**src/rtl/ccu_pkg.sv**
```systemverilog
package ccu_pkg;

  ////////////////////
  // Widths
  ////////////////////

  localparam int unsigned ADDR_W      = 32;
  localparam int unsigned DATA_W      = 32;
  localparam int unsigned PORT_ID_W   = 4;
  localparam int unsigned NUM_PORTS   = 2;
  localparam int unsigned LINE_BASE   = 4;
  localparam int unsigned LINE_W      = 8;
  localparam int unsigned TRACK_DEPTH = 8;

  // Class mux prepends the port index, final mux the path bit
  localparam int unsigned MUX_ID_W = PORT_ID_W + 1;
  localparam int unsigned MEM_ID_W = MUX_ID_W + 1;

  typedef logic [ADDR_W-1:0]    addr_t;
  typedef logic [DATA_W-1:0]    data_t;
  typedef logic [PORT_ID_W-1:0] port_id_t;
  typedef logic [MUX_ID_W-1:0]  mux_id_t;
  typedef logic [MEM_ID_W-1:0]  mem_id_t;
  typedef logic [LINE_W-1:0]    line_t;
  typedef logic [1:0]           domain_t;

  // Shareable domains that take the snooping path
  localparam domain_t DOM_INNER = 2'b01;
  localparam domain_t DOM_OUTER = 2'b10;

  ////////////////////
  // Channels
  ////////////////////

  typedef struct packed {
    port_id_t id;
    addr_t    addr;
    domain_t  domain;
  } port_ar_t;

  typedef struct packed {
    port_id_t id;
    data_t    data;
  } port_r_t;

  typedef struct packed {
    logic     ar_valid;
    port_ar_t ar;
    logic     r_ready;
    logic     rack;
  } port_req_t;

  typedef struct packed {
    logic    ar_ready;
    logic    r_valid;
    port_r_t r;
  } port_resp_t;

  typedef struct packed {
    mem_id_t id;
    addr_t   addr;
  } mem_ar_t;

  typedef struct packed {
    mem_id_t id;
    data_t   data;
  } mem_r_t;

  typedef enum logic [1:0] {
    ENTRY_FREE,
    ENTRY_PENDING,
    ENTRY_DONE
  } entry_state_e;

endpackage

```
**src/rtl/ccu_port_demux.sv**
```systemverilog
`timescale 1ns/100ps

module ccu_port_demux import ccu_pkg::*; (
  input  logic       clk_i,
  input  logic       rst_i,
  input  port_req_t  req_i,
  output port_resp_t resp_o,
  output port_ar_t   snp_ar_o,
  output logic       snp_ar_valid_o,
  input  logic       snp_ar_ready_i,
  output port_ar_t   nsn_ar_o,
  output logic       nsn_ar_valid_o,
  input  logic       nsn_ar_ready_i,
  input  port_r_t    snp_r_i,
  input  logic       snp_r_valid_i,
  output logic       snp_r_ready_o,
  input  port_r_t    nsn_r_i,
  input  logic       nsn_r_valid_i,
  output logic       nsn_r_ready_o,
  output logic       snp_rack_o
);

  port_ar_t   ar_q;
  logic       ar_valid_q;
  logic       ar_snp_q;
  logic       ar_snp;
  logic       ar_out_ready;
  logic       r_hold_q;
  logic       r_hold_snp_q;
  logic       r_sel_snp;
  logic       r_push;
  logic [1:0] ord_q;
  logic [1:0] ord_cnt_q;
  logic       ord_full;

  ////////////////////
  // AR spill
  ////////////////////

  assign ar_snp = (req_i.ar.domain == DOM_INNER) || (req_i.ar.domain == DOM_OUTER);
  assign ar_out_ready = ar_snp_q ? snp_ar_ready_i : nsn_ar_ready_i;
  assign resp_o.ar_ready = !ar_valid_q || ar_out_ready;

  always_ff @(posedge clk_i) begin
    if (rst_i) begin
      ar_valid_q <= 1'b0;
    end else if (resp_o.ar_ready) begin
      ar_valid_q <= req_i.ar_valid;
    end
  end

  always_ff @(posedge clk_i) begin
    if (req_i.ar_valid && resp_o.ar_ready) begin
      ar_q     <= req_i.ar;
      ar_snp_q <= ar_snp;
    end
  end

  assign snp_ar_o       = ar_q;
  assign nsn_ar_o       = ar_q;
  assign snp_ar_valid_o = ar_valid_q && ar_snp_q;
  assign nsn_ar_valid_o = ar_valid_q && !ar_snp_q;

  ////////////////////
  // R merge
  ////////////////////

  // Keep the presented path until the port takes it
  assign r_sel_snp = r_hold_q ? r_hold_snp_q : snp_r_valid_i;
  assign ord_full  = (ord_cnt_q == 2'd2);

  assign resp_o.r_valid = (snp_r_valid_i || nsn_r_valid_i) && !ord_full;
  assign resp_o.r       = r_sel_snp ? snp_r_i : nsn_r_i;
  assign snp_r_ready_o  = req_i.r_ready && !ord_full && r_sel_snp;
  assign nsn_r_ready_o  = req_i.r_ready && !ord_full && !r_sel_snp;
  assign r_push         = resp_o.r_valid && req_i.r_ready;

  always_ff @(posedge clk_i) begin
    if (rst_i) begin
      r_hold_q <= 1'b0;
    end else begin
      r_hold_q <= resp_o.r_valid && !req_i.r_ready;
    end
  end

  always_ff @(posedge clk_i) begin
    r_hold_snp_q <= r_sel_snp;
  end

  // Path order of completed reads, popped by rack
  always_ff @(posedge clk_i) begin
    if (rst_i) begin
      ord_cnt_q <= '0;
    end else begin
      ord_cnt_q <= ord_cnt_q + 2'(r_push) - 2'(req_i.rack);
    end
  end

  always_ff @(posedge clk_i) begin
    if (req_i.rack) begin
      if (ord_cnt_q == 2'd2) begin
        ord_q[0] <= ord_q[1];
      end else if (r_push) begin
        ord_q[0] <= r_sel_snp;
      end
    end else if (r_push) begin
      ord_q[ord_cnt_q[0]] <= r_sel_snp;
    end
  end

  assign snp_rack_o = req_i.rack && ord_q[0];

  rack_after_read: assert property (@(posedge clk_i) disable iff (rst_i)
    req_i.rack |-> ord_cnt_q != 2'd0);

endmodule

```
**src/rtl/ccu_rr_mux.sv**
```systemverilog
`timescale 1ns/100ps

module ccu_rr_mux import ccu_pkg::*; #(
  parameter int unsigned NumIn     = 2,
  parameter int unsigned InIdWidth = 4,
  localparam int unsigned IdxW       = $clog2(NumIn),
  localparam int unsigned OutIdWidth = InIdWidth + IdxW
) (
  input  logic                             clk_i,
  input  logic                             rst_i,
  input  logic [NumIn-1:0]                 in_valid_i,
  output logic [NumIn-1:0]                 in_ready_o,
  input  logic [NumIn-1:0][InIdWidth-1:0]  in_id_i,
  input  addr_t [NumIn-1:0]                in_addr_i,
  output logic                             out_valid_o,
  input  logic                             out_ready_i,
  output logic [OutIdWidth-1:0]            out_id_o,
  output addr_t                            out_addr_o,
  input  logic                             out_r_valid_i,
  output logic                             out_r_ready_o,
  input  logic [OutIdWidth-1:0]            out_r_id_i,
  input  data_t                            out_r_data_i,
  output logic [NumIn-1:0]                 in_r_valid_o,
  input  logic [NumIn-1:0]                 in_r_ready_i,
  output logic [NumIn-1:0][InIdWidth-1:0]  in_r_id_o,
  output data_t [NumIn-1:0]                in_r_data_o
);

  logic [IdxW-1:0]  prio_q;
  logic [IdxW-1:0]  gnt_idx;
  logic [NumIn-1:0] gnt;
  logic             load;
  logic [IdxW-1:0]  r_idx;

  assign load = !out_valid_o || out_ready_i;

  // First valid input at or after the priority pointer
  always_comb begin
    int cand;
    gnt     = '0;
    gnt_idx = '0;
    for (int k = NumIn - 1; k >= 0; k--) begin
      cand = (int'(prio_q) + k) % NumIn;
      if (in_valid_i[cand] && load) begin
        gnt     = '0;
        gnt[cand] = 1'b1;
        gnt_idx = IdxW'(cand);
      end
    end
  end

  assign in_ready_o = gnt;

  always_ff @(posedge clk_i) begin
    if (rst_i) begin
      out_valid_o <= 1'b0;
      prio_q      <= '0;
    end else if (load) begin
      out_valid_o <= |gnt;
      if (|gnt) begin
        prio_q <= IdxW'((int'(gnt_idx) + 1) % NumIn);
      end
    end
  end

  always_ff @(posedge clk_i) begin
    if (|gnt) begin
      out_id_o   <= {gnt_idx, in_id_i[gnt_idx]};
      out_addr_o <= in_addr_i[gnt_idx];
    end
  end

  ////////////////////
  // R routing
  ////////////////////

  assign r_idx = out_r_id_i[OutIdWidth-1 -: IdxW];

  always_comb begin
    for (int i = 0; i < NumIn; i++) begin
      in_r_valid_o[i] = out_r_valid_i && (int'(r_idx) == i);
      in_r_id_o[i]    = out_r_id_i[InIdWidth-1:0];
      in_r_data_o[i]  = out_r_data_i;
    end
  end

  assign out_r_ready_o = in_r_ready_i[r_idx];

  gnt_onehot: assert property (@(posedge clk_i) disable iff (rst_i)
    (load && |in_valid_i) |-> $onehot(gnt));

endmodule

```
**src/rtl/ccu_line_tracker.sv**
```systemverilog
`timescale 1ns/100ps

module ccu_line_tracker import ccu_pkg::*; (
  input  logic                  clk_i,
  input  logic                  rst_i,
  input  logic                  ar_valid_i,
  output logic                  ar_ready_o,
  input  mux_id_t               ar_id_i,
  input  line_t                 ar_line_i,
  input  logic                  r_valid_i,
  input  logic                  r_ready_i,
  input  mux_id_t               r_id_i,
  output logic                  r_valid_o,
  output logic                  r_ready_o,
  input  logic [NUM_PORTS-1:0]  rack_i,
  output logic [NUM_PORTS-1:0]  cm_req_o,
  output line_t [NUM_PORTS-1:0] cm_addr_o
);

  localparam int unsigned IDX_W = $clog2(TRACK_DEPTH);

  entry_state_e             state_q [TRACK_DEPTH];
  mux_id_t                  ent_id_q [TRACK_DEPTH];
  line_t                    ent_line_q [TRACK_DEPTH];
  logic [IDX_W-1:0]         alloc_idx;
  logic [TRACK_DEPTH-1:0]   id_busy;
  logic [TRACK_DEPTH-1:0]   r_hit;
  logic [TRACK_DEPTH-1:0]   rel;
  line_t [NUM_PORTS-1:0]    rel_line;
  logic                     ar_fire;
  logic                     r_block;
  logic                     r_fire;
  logic [NUM_PORTS-1:0]     dq_push;
  mux_id_t                  dq_q [NUM_PORTS][2];
  logic [1:0]               dq_cnt_q [NUM_PORTS];

  ////////////////////
  // Entry lookup
  ////////////////////

  always_comb begin
    ar_ready_o = 1'b0;
    alloc_idx  = '0;
    for (int e = TRACK_DEPTH - 1; e >= 0; e--) begin
      if (state_q[e] == ENTRY_FREE) begin
        ar_ready_o = 1'b1;
        alloc_idx  = IDX_W'(e);
      end
      id_busy[e] = (state_q[e] != ENTRY_FREE) && (ent_id_q[e] == ar_id_i);
      r_hit[e]   = (state_q[e] == ENTRY_PENDING) && (ent_id_q[e] == r_id_i);
    end
  end

  // Rack releases the done entry at the head of that port's queue
  always_comb begin
    rel = '0;
    for (int p = 0; p < NUM_PORTS; p++) begin
      rel_line[p] = '0;
      for (int e = 0; e < TRACK_DEPTH; e++) begin
        if (rack_i[p] && state_q[e] == ENTRY_DONE && ent_id_q[e] == dq_q[p][0]) begin
          rel[e]      = 1'b1;
          rel_line[p] = ent_line_q[e];
        end
      end
    end
  end

  assign ar_fire   = ar_valid_i && ar_ready_o;
  assign r_block   = (dq_cnt_q[r_id_i[MUX_ID_W-1]] == 2'd2);
  assign r_valid_o = r_valid_i && !r_block;
  assign r_ready_o = r_ready_i && !r_block;
  assign r_fire    = r_valid_i && r_ready_i && !r_block;
  assign dq_push   = r_fire ? (NUM_PORTS'(1) << r_id_i[MUX_ID_W-1]) : '0;

  always_ff @(posedge clk_i) begin
    if (rst_i) begin
      for (int e = 0; e < TRACK_DEPTH; e++) begin
        state_q[e] <= ENTRY_FREE;
      end
    end else begin
      for (int e = 0; e < TRACK_DEPTH; e++) begin
        if (ar_fire && alloc_idx == IDX_W'(e)) begin
          state_q[e] <= ENTRY_PENDING;
        end else if (r_fire && r_hit[e]) begin
          state_q[e] <= ENTRY_DONE;
        end else if (rel[e]) begin
          state_q[e] <= ENTRY_FREE;
        end
      end
    end
  end

  always_ff @(posedge clk_i) begin
    if (ar_fire) begin
      ent_id_q[alloc_idx]   <= ar_id_i;
      ent_line_q[alloc_idx] <= ar_line_i;
    end
  end

  ////////////////////
  // Done queues
  ////////////////////

  always_ff @(posedge clk_i) begin
    if (rst_i) begin
      for (int p = 0; p < NUM_PORTS; p++) begin
        dq_cnt_q[p] <= '0;
      end
    end else begin
      for (int p = 0; p < NUM_PORTS; p++) begin
        dq_cnt_q[p] <= dq_cnt_q[p] + 2'(dq_push[p]) - 2'(rack_i[p]);
      end
    end
  end

  always_ff @(posedge clk_i) begin
    for (int p = 0; p < NUM_PORTS; p++) begin
      if (rack_i[p]) begin
        if (dq_cnt_q[p] == 2'd2) begin
          dq_q[p][0] <= dq_q[p][1];
        end else if (dq_push[p]) begin
          dq_q[p][0] <= r_id_i;
        end
      end else if (dq_push[p]) begin
        dq_q[p][dq_cnt_q[p][0]] <= r_id_i;
      end
    end
  end

  // Coherence monitor, one cycle after rack
  always_ff @(posedge clk_i) begin
    if (rst_i) begin
      cm_req_o <= '0;
    end else begin
      cm_req_o <= rack_i;
    end
  end

  always_ff @(posedge clk_i) begin
    for (int p = 0; p < NUM_PORTS; p++) begin
      if (rack_i[p]) begin
        cm_addr_o[p] <= rel_line[p];
      end
    end
  end

  id_unique: assert property (@(posedge clk_i) disable iff (rst_i)
    ar_fire |-> !(|id_busy));

endmodule

```
**src/rtl/ccu_master_path.sv**
```systemverilog
`timescale 1ns/100ps

module ccu_master_path import ccu_pkg::*; (
  input  logic                       clk_i,
  input  logic                       rst_i,
  input  port_req_t [NUM_PORTS-1:0]  port_req_i,
  output port_resp_t [NUM_PORTS-1:0] port_resp_o,
  output mem_ar_t                    mem_ar_o,
  output logic                       mem_ar_valid_o,
  input  logic                       mem_ar_ready_i,
  input  mem_r_t                     mem_r_i,
  input  logic                       mem_r_valid_i,
  output logic                       mem_r_ready_o,
  output logic [NUM_PORTS-1:0]       cm_req_o,
  output line_t [NUM_PORTS-1:0]      cm_addr_o
);

  port_ar_t [NUM_PORTS-1:0] snp_ar, nsn_ar;
  port_r_t  [NUM_PORTS-1:0] snp_r, nsn_r;
  logic     [NUM_PORTS-1:0] snp_ar_valid, snp_ar_ready, nsn_ar_valid, nsn_ar_ready;
  logic     [NUM_PORTS-1:0] snp_r_valid, snp_r_ready, nsn_r_valid, nsn_r_ready;
  logic     [NUM_PORTS-1:0] snp_rack;
  port_id_t [NUM_PORTS-1:0] snp_ar_id, nsn_ar_id, snp_r_id, nsn_r_id;
  addr_t    [NUM_PORTS-1:0] snp_ar_addr, nsn_ar_addr;
  data_t    [NUM_PORTS-1:0] snp_r_data, nsn_r_data;

  // Final mux inputs: 0 non-snooping, 1 snooping
  logic    [1:0] fin_ar_valid, fin_ar_ready, fin_r_valid, fin_r_ready;
  mux_id_t [1:0] fin_ar_id, fin_r_id;
  addr_t   [1:0] fin_ar_addr;
  data_t   [1:0] fin_r_data;

  logic snp_mux_ar_valid, snp_mux_ar_ready, snp_mux_r_valid, snp_mux_r_ready;
  logic trk_ar_ready;

  ////////////////////
  // Port demux
  ////////////////////

  for (genvar p = 0; p < NUM_PORTS; p++) begin : gen_port
    ccu_port_demux i_demux (
      .clk_i          (clk_i),
      .rst_i          (rst_i),
      .req_i          (port_req_i[p]),
      .resp_o         (port_resp_o[p]),
      .snp_ar_o       (snp_ar[p]),
      .snp_ar_valid_o (snp_ar_valid[p]),
      .snp_ar_ready_i (snp_ar_ready[p]),
      .nsn_ar_o       (nsn_ar[p]),
      .nsn_ar_valid_o (nsn_ar_valid[p]),
      .nsn_ar_ready_i (nsn_ar_ready[p]),
      .snp_r_i        (snp_r[p]),
      .snp_r_valid_i  (snp_r_valid[p]),
      .snp_r_ready_o  (snp_r_ready[p]),
      .nsn_r_i        (nsn_r[p]),
      .nsn_r_valid_i  (nsn_r_valid[p]),
      .nsn_r_ready_o  (nsn_r_ready[p]),
      .snp_rack_o     (snp_rack[p])
    );

    assign snp_ar_id[p]   = snp_ar[p].id;
    assign snp_ar_addr[p] = snp_ar[p].addr;
    assign nsn_ar_id[p]   = nsn_ar[p].id;
    assign nsn_ar_addr[p] = nsn_ar[p].addr;
    assign snp_r[p]       = '{id: snp_r_id[p], data: snp_r_data[p]};
    assign nsn_r[p]       = '{id: nsn_r_id[p], data: nsn_r_data[p]};
  end

  ////////////////////
  // Class muxes
  ////////////////////

  ccu_rr_mux #(
    .NumIn     (NUM_PORTS),
    .InIdWidth (PORT_ID_W)
  ) i_nosnoop_mux (
    .clk_i         (clk_i),
    .rst_i         (rst_i),
    .in_valid_i    (nsn_ar_valid),
    .in_ready_o    (nsn_ar_ready),
    .in_id_i       (nsn_ar_id),
    .in_addr_i     (nsn_ar_addr),
    .out_valid_o   (fin_ar_valid[0]),
    .out_ready_i   (fin_ar_ready[0]),
    .out_id_o      (fin_ar_id[0]),
    .out_addr_o    (fin_ar_addr[0]),
    .out_r_valid_i (fin_r_valid[0]),
    .out_r_ready_o (fin_r_ready[0]),
    .out_r_id_i    (fin_r_id[0]),
    .out_r_data_i  (fin_r_data[0]),
    .in_r_valid_o  (nsn_r_valid),
    .in_r_ready_i  (nsn_r_ready),
    .in_r_id_o     (nsn_r_id),
    .in_r_data_o   (nsn_r_data)
  );

  ccu_rr_mux #(
    .NumIn     (NUM_PORTS),
    .InIdWidth (PORT_ID_W)
  ) i_snoop_mux (
    .clk_i         (clk_i),
    .rst_i         (rst_i),
    .in_valid_i    (snp_ar_valid),
    .in_ready_o    (snp_ar_ready),
    .in_id_i       (snp_ar_id),
    .in_addr_i     (snp_ar_addr),
    .out_valid_o   (snp_mux_ar_valid),
    .out_ready_i   (snp_mux_ar_ready),
    .out_id_o      (fin_ar_id[1]),
    .out_addr_o    (fin_ar_addr[1]),
    .out_r_valid_i (snp_mux_r_valid),
    .out_r_ready_o (snp_mux_r_ready),
    .out_r_id_i    (fin_r_id[1]),
    .out_r_data_i  (fin_r_data[1]),
    .in_r_valid_o  (snp_r_valid),
    .in_r_ready_i  (snp_r_ready),
    .in_r_id_o     (snp_r_id),
    .in_r_data_o   (snp_r_data)
  );

  ////////////////////
  // Line tracking
  ////////////////////

  // Snooping AR forks to the tracker and the final mux
  assign fin_ar_valid[1]  = snp_mux_ar_valid && trk_ar_ready;
  assign snp_mux_ar_ready = fin_ar_ready[1] && trk_ar_ready;

  ccu_line_tracker i_tracker (
    .clk_i      (clk_i),
    .rst_i      (rst_i),
    .ar_valid_i (snp_mux_ar_valid && fin_ar_ready[1]),
    .ar_ready_o (trk_ar_ready),
    .ar_id_i    (fin_ar_id[1]),
    .ar_line_i  (fin_ar_addr[1][LINE_BASE +: LINE_W]),
    .r_valid_i  (fin_r_valid[1]),
    .r_ready_i  (snp_mux_r_ready),
    .r_id_i     (fin_r_id[1]),
    .r_valid_o  (snp_mux_r_valid),
    .r_ready_o  (fin_r_ready[1]),
    .rack_i     (snp_rack),
    .cm_req_o   (cm_req_o),
    .cm_addr_o  (cm_addr_o)
  );

  ////////////////////
  // Final mux
  ////////////////////

  ccu_rr_mux #(
    .NumIn     (2),
    .InIdWidth (MUX_ID_W)
  ) i_mem_mux (
    .clk_i         (clk_i),
    .rst_i         (rst_i),
    .in_valid_i    (fin_ar_valid),
    .in_ready_o    (fin_ar_ready),
    .in_id_i       (fin_ar_id),
    .in_addr_i     (fin_ar_addr),
    .out_valid_o   (mem_ar_valid_o),
    .out_ready_i   (mem_ar_ready_i),
    .out_id_o      (mem_ar_o.id),
    .out_addr_o    (mem_ar_o.addr),
    .out_r_valid_i (mem_r_valid_i),
    .out_r_ready_o (mem_r_ready_o),
    .out_r_id_i    (mem_r_i.id),
    .out_r_data_i  (mem_r_i.data),
    .in_r_valid_o  (fin_r_valid),
    .in_r_ready_i  (fin_r_ready),
    .in_r_id_o     (fin_r_id),
    .in_r_data_o   (fin_r_data)
  );

endmodule

```
**config.mk**
```make
export PLATFORM = sky130hd
export DESIGN_NAME = ccu_master_path
export DESIGN_NICKNAME = d
export VERILOG_FILES = /design/src/rtl/ccu_pkg.sv /design/src/rtl/ccu_port_demux.sv /design/src/rtl/ccu_rr_mux.sv /design/src/rtl/ccu_line_tracker.sv /design/src/rtl/ccu_master_path.sv
export SDC_FILE = /design/constraint.sdc
export NUM_CORES = 1
export LEC_CHECK = 0
export BUFFER_PORTS_ARGS = -buffer_cell sky130_fd_sc_hd__buf_2
export CAP_MARGIN = 15
export CORE_ASPECT_RATIO = 0.9
export CORE_MARGIN = 10
export CORE_UTILIZATION = 35
export DETAILED_ROUTE_END_ITERATION = 10
export PLACE_DENSITY = 0.63
export RECOVER_POWER = 100
export SLEW_MARGIN = 20
export SYNTH_ARGS = -nofsm -noshare
export SYNTH_HDL_FRONTEND = slang
export SYNTH_SLANG_ARGS = --single-unit
```
**constraint.sdc**
```tcl
create_clock -name clk_i -period 10.94 [get_ports clk_i]
set_clock_uncertainty 0.15 [all_clocks]
set_input_delay 1.094 -clock clk_i [delete_from_list [all_inputs] [get_ports clk_i]]
set_output_delay 1.094 -clock clk_i [all_outputs]
set_load 0.1 [all_outputs]
```
==> results.py <==
metrics = {
    "yosys": {
        "syn_area_mm2": 0.01679,
        "ys_types": 65,
        "ys.flop_type": "edfxtp_1",
        "syn_nets": 1304,
        "syn_area_per_cell_um2": 14.37,
        "synthCells": 1168,
        "synthTopCellsByCount": "edfxtp_1, mux2_2, xor2_1, buf_4, nor2_1",
        "synth_area_leader_cell": "edfxtp_1",
        "ys_seq_area_share_pct": 64.52,
        "synth_area_leaders": "edfxtp_1, mux2_2, xor2_1",
        "synth_most_common_cell": "edfxtp_1",
        "synth_top_cell_area_share_pct": 61.90,
        "yosysWarnings": 0,
        "ys_ff_latch": 368,
        "synthArstFlopShare_pct": 0,
        "synth-edff-count": 346,
    },
    "routing": {
        "wl_mm": 41.80,
        "first_pass_iters": 5,
        "vias": 10070,
        "route.detailed.drc": 0,
        "ant_nets": 0,
        "drt_iter0_markers": 764,
        "routed_via_density": 5.234,
        "wl_per_cell_um": 21.74,
    },
    "grt": {
        "overflow": 0,
        "grt_first_pass_wirelength_mm": 62.83,
        "grt.total_usage_pct": 14.01,
        "antenna_found_initial": 2,
        "grt_pass1_vias": 10180,
        "grt_start_max_net_pins": 42,
    },
    "timing": {
        "setup_tns_ns": 0,
        "tightestPinTransition_ns": 2.815,
        "holdWs_ns": 0.3592,
        "max_slew_margin_pct": -87.70,
        "slew_violations": 385,
        "fin_crit_sh_pct": 61.70,
        "fin_crit_ns": 6.750,
        "hold_viol": 0,
        "rsz0062_at_grt": "no",
        "setup_viol": 0,
        "max_freq_mhz": 148.1,
    },
    "cells_and_area": {
        "synthToLayoutAreaGrowth_pct": 12.18,
        "stdcell_count": 1923,
        "drive_above_1_share_pct": 19.34,
        "finalInstanceArea_mm2": 0.01883,
        "nets": 1401,
    },
    "cts": {
        "clk_latency_ns": 0.56,
        "htreeDepth": 2,
        "numCtsBuffers": 41,
        "clk_pin_slew_worst_paths_ns": 0.06,
        "cts_resized": 0,
        "cts.sinks": 368,
        "cts_hold_buf": 0,
        "cts_tree": "done",
        "post_cts_buffers": 0,
        "cts-root-buf": "clkbuf_16",
        "cts_buffer_depth": 3,
    },
    "critical_path": {
        "max_stage_delay_ns": 1.80,
        "timing.rr.end": "gen_port[1].i_demux.nsn_ar_o[27]$_DFFE_PP_",
        "rr_worst_depth": 7,
        "cp_common_cell": "clkbuf_1",
        "cp.required_ns": 9.70,
        "crit_chain": "o22ai_1 -> nor4b_1 -> a21oi_1 -> a21oi_4 -> clkbuf_1 -> or3b_2 -> clkbuf_1",
        "cp-start-kind": "register",
        "cp-end-kind": "primary output",
        "crit_fanout": 39,
        "reg2reg_slack_ns": 4.23,
        "rr_startpoint": "i_tracker.state_q[0][3]$_SDFFCE_PP0P_",
        "worst-setup-path-type": "register to primary output",
        "cp_slowest_cell": "clkbuf_1",
        "worstPathArrival_ns": 5.51,
    },
    "floorplanning": {
        "coreArea_mm2": 0.04764,
        "die_area_mm2": 0.05713,
        "die-height_um": 227.8,
        "row_count": 76,
        "initial_core_util_pct": 35.23,
        "die_width_um": 250.8,
        "io_pins": 258,
    },
    "worst_hold_path": {
        "holdPathEnd": "i_mem_mux.prio_q$_SDFFE_PP0P_",
        "hold_depth": 2,
        "min_path_type": "register to register",
        "hold_path.startpoint": "i_mem_mux.prio_q$_SDFFE_PP0P_",
    },
    "run": {
        "maxCapViolCount": 12,
    },
    "power": {
        "p_leak_nw": 6.291,
        "intPower_mw": 2.508,
        "seqPwrFrac_pct": 49.8,
        "clock_power_share_pct": 38.8,
        "swShare_pct": 26.72,
        "p_per_area_mw_per_mm2": 181.8,
        "comb_power_share_pct": 11.4,
        "netSwitchingPower_uw": 914.3,
        "power_mw": 3.423,
        "peakVddDrop_mv": 0.1284,
    },
    "placed_design": {
        "place.gp.congestion": 0.8337,
        "dpl.hpwl_mm": 27.39,
        "place_inst": 1846,
        "io_buffers": 161,
        "place_area_mm2": 0.01775,
    },
    "run_status": {
        "violations": "capacitance limit, slew limit",
        "status": "complete, but fails checks",
    },
}
[final cells by class]
| cell class | count | area, um^2 |
|---|---|---|
| fill | 4403 | 28810 |
| multi-input combinational | 654 | 5101 |
| tap | 624 | 780.7 |
| timing repair buffer | 172 | 720.7 |
| inverter | 28 | 105.1 |
| sequential | 368 | 10830 |
| clock inverter | 28 | 237.7 |
| antenna | 1 | 2.502 |
| clock buffer | 48 | 1052 |
[metrics by stage]
step | util [%] | setup slack [ns]
finish | 39.53 | 4.190
detailed placement | 37.26 | 6.490
global placement | 37.26 | 6.509
CTS | 39.96 | 6.382
global route | 39.52 | 3.615
floorplan | - | 5.670
[logic make-up (layout without fill, tap and decap cells)]
logic type,Yosys count,count (layout),share of synthesized area (%)
XOR/XNOR,130,130,6.783
multiplexers,117,117,7.849
AO/OA/AOI/OAI,155,155,6.656
buffers and inverters,146,276,5.210
other,0,1,0
adder cells (fa/ha/maj),12,12,0.8944
flip-flops,368,368,64.52
AND/OR/NAND/NOR,240,240,8.087
[power groups by stage]
stage	clock [mW]	combinational, mW	sequential [mW]
4_1_cts	1.36	0.406	1.70
3_3_place_gp	0	0.399	1.72
6_report	1.33	0.390	1.70
3_5_place_dp	0	0.403	1.73
5_1_grt	1.42	0.416	1.71
2_1_floorplan	0	0.284	1.84
[registers in the layout, indices dropped and copies added, names as in the netlist, 6 cells and up]
register,cells
gen_port.i_demux.nsn_ar_o,72
i_tracker.ent_id_q,40
i_mem_mux.out_addr_o,32
i_mem_mux.out_id_o,6
i_nosnoop_mux.out_addr_o,32
i_tracker.state_q,16
i_tracker.dq_q,20
i_tracker.ent_line_q,64
i_snoop_mux.out_addr_o,32
i_tracker.cm_addr_o,16
[per-layer routing]
layer	up-vias	track usage, %	part of all wire (%)
li1	4561	-	-
met1	5004	19.03	44
met2	422	21.77	46
met3	76	3.343	8.0
met4	2	4.233	2.2
met5	-	0	0.017
[critical path, delay by kind of cell (launching register included)]
family	cells	cell delay, ns
AO/OA/AOI/OAI	3	0.67
AND/OR/NAND/NOR	2	1.12
flip-flops	1	0.46
buffers and inverters	2	2.70
[placed cells by master (no fill, tap or decap), types with 13 or more instances in the layout]
cell type  instances
edfxtp_1         346
clkbuf_1         118
nand4b_1          14
a21oi_1           27
dfxtp_1           22
a221o_1           16
clkbuf_16         41
nand3_1           13
nor2_1            57
o21ai_0           28
buf_2             60
a221oi_1          13
mux2_2           106
nor4_1            23
nand2_1           35
inv_1             28
xnor2_1           49
xor2_1            81
[worst max-delay path by stage]
| stage | slack [ns] | endpoint | startpoint | cells past startpoint |
|---|---|---|---|---|
| finish | 4.19 | port_resp_o[75] | i_tracker.state_q[0][3]$_SDFFCE_PP0P_ | 7 |
| global route | 3.61 | gen_port[1].i_demux.nsn_ar_o[2]$_DFFE_PP_ | i_tracker.state_q[0][5]$_SDFFCE_PP0P_ | 7 |
| CTS | 6.38 | port_resp_o[75] | i_tracker.state_q[0][3]$_SDFFCE_PP0P_ | 7 |
| detailed placement | 6.49 | port_resp_o[75] | mem_ar_ready_i | 8 |
| global placement | 6.51 | port_resp_o[75] | mem_ar_ready_i | 8 |
| floorplan | 5.67 | port_resp_o[36] | mem_r_i[36] | 5 |
No activity file was read; power rests on OpenSTA's default activity.
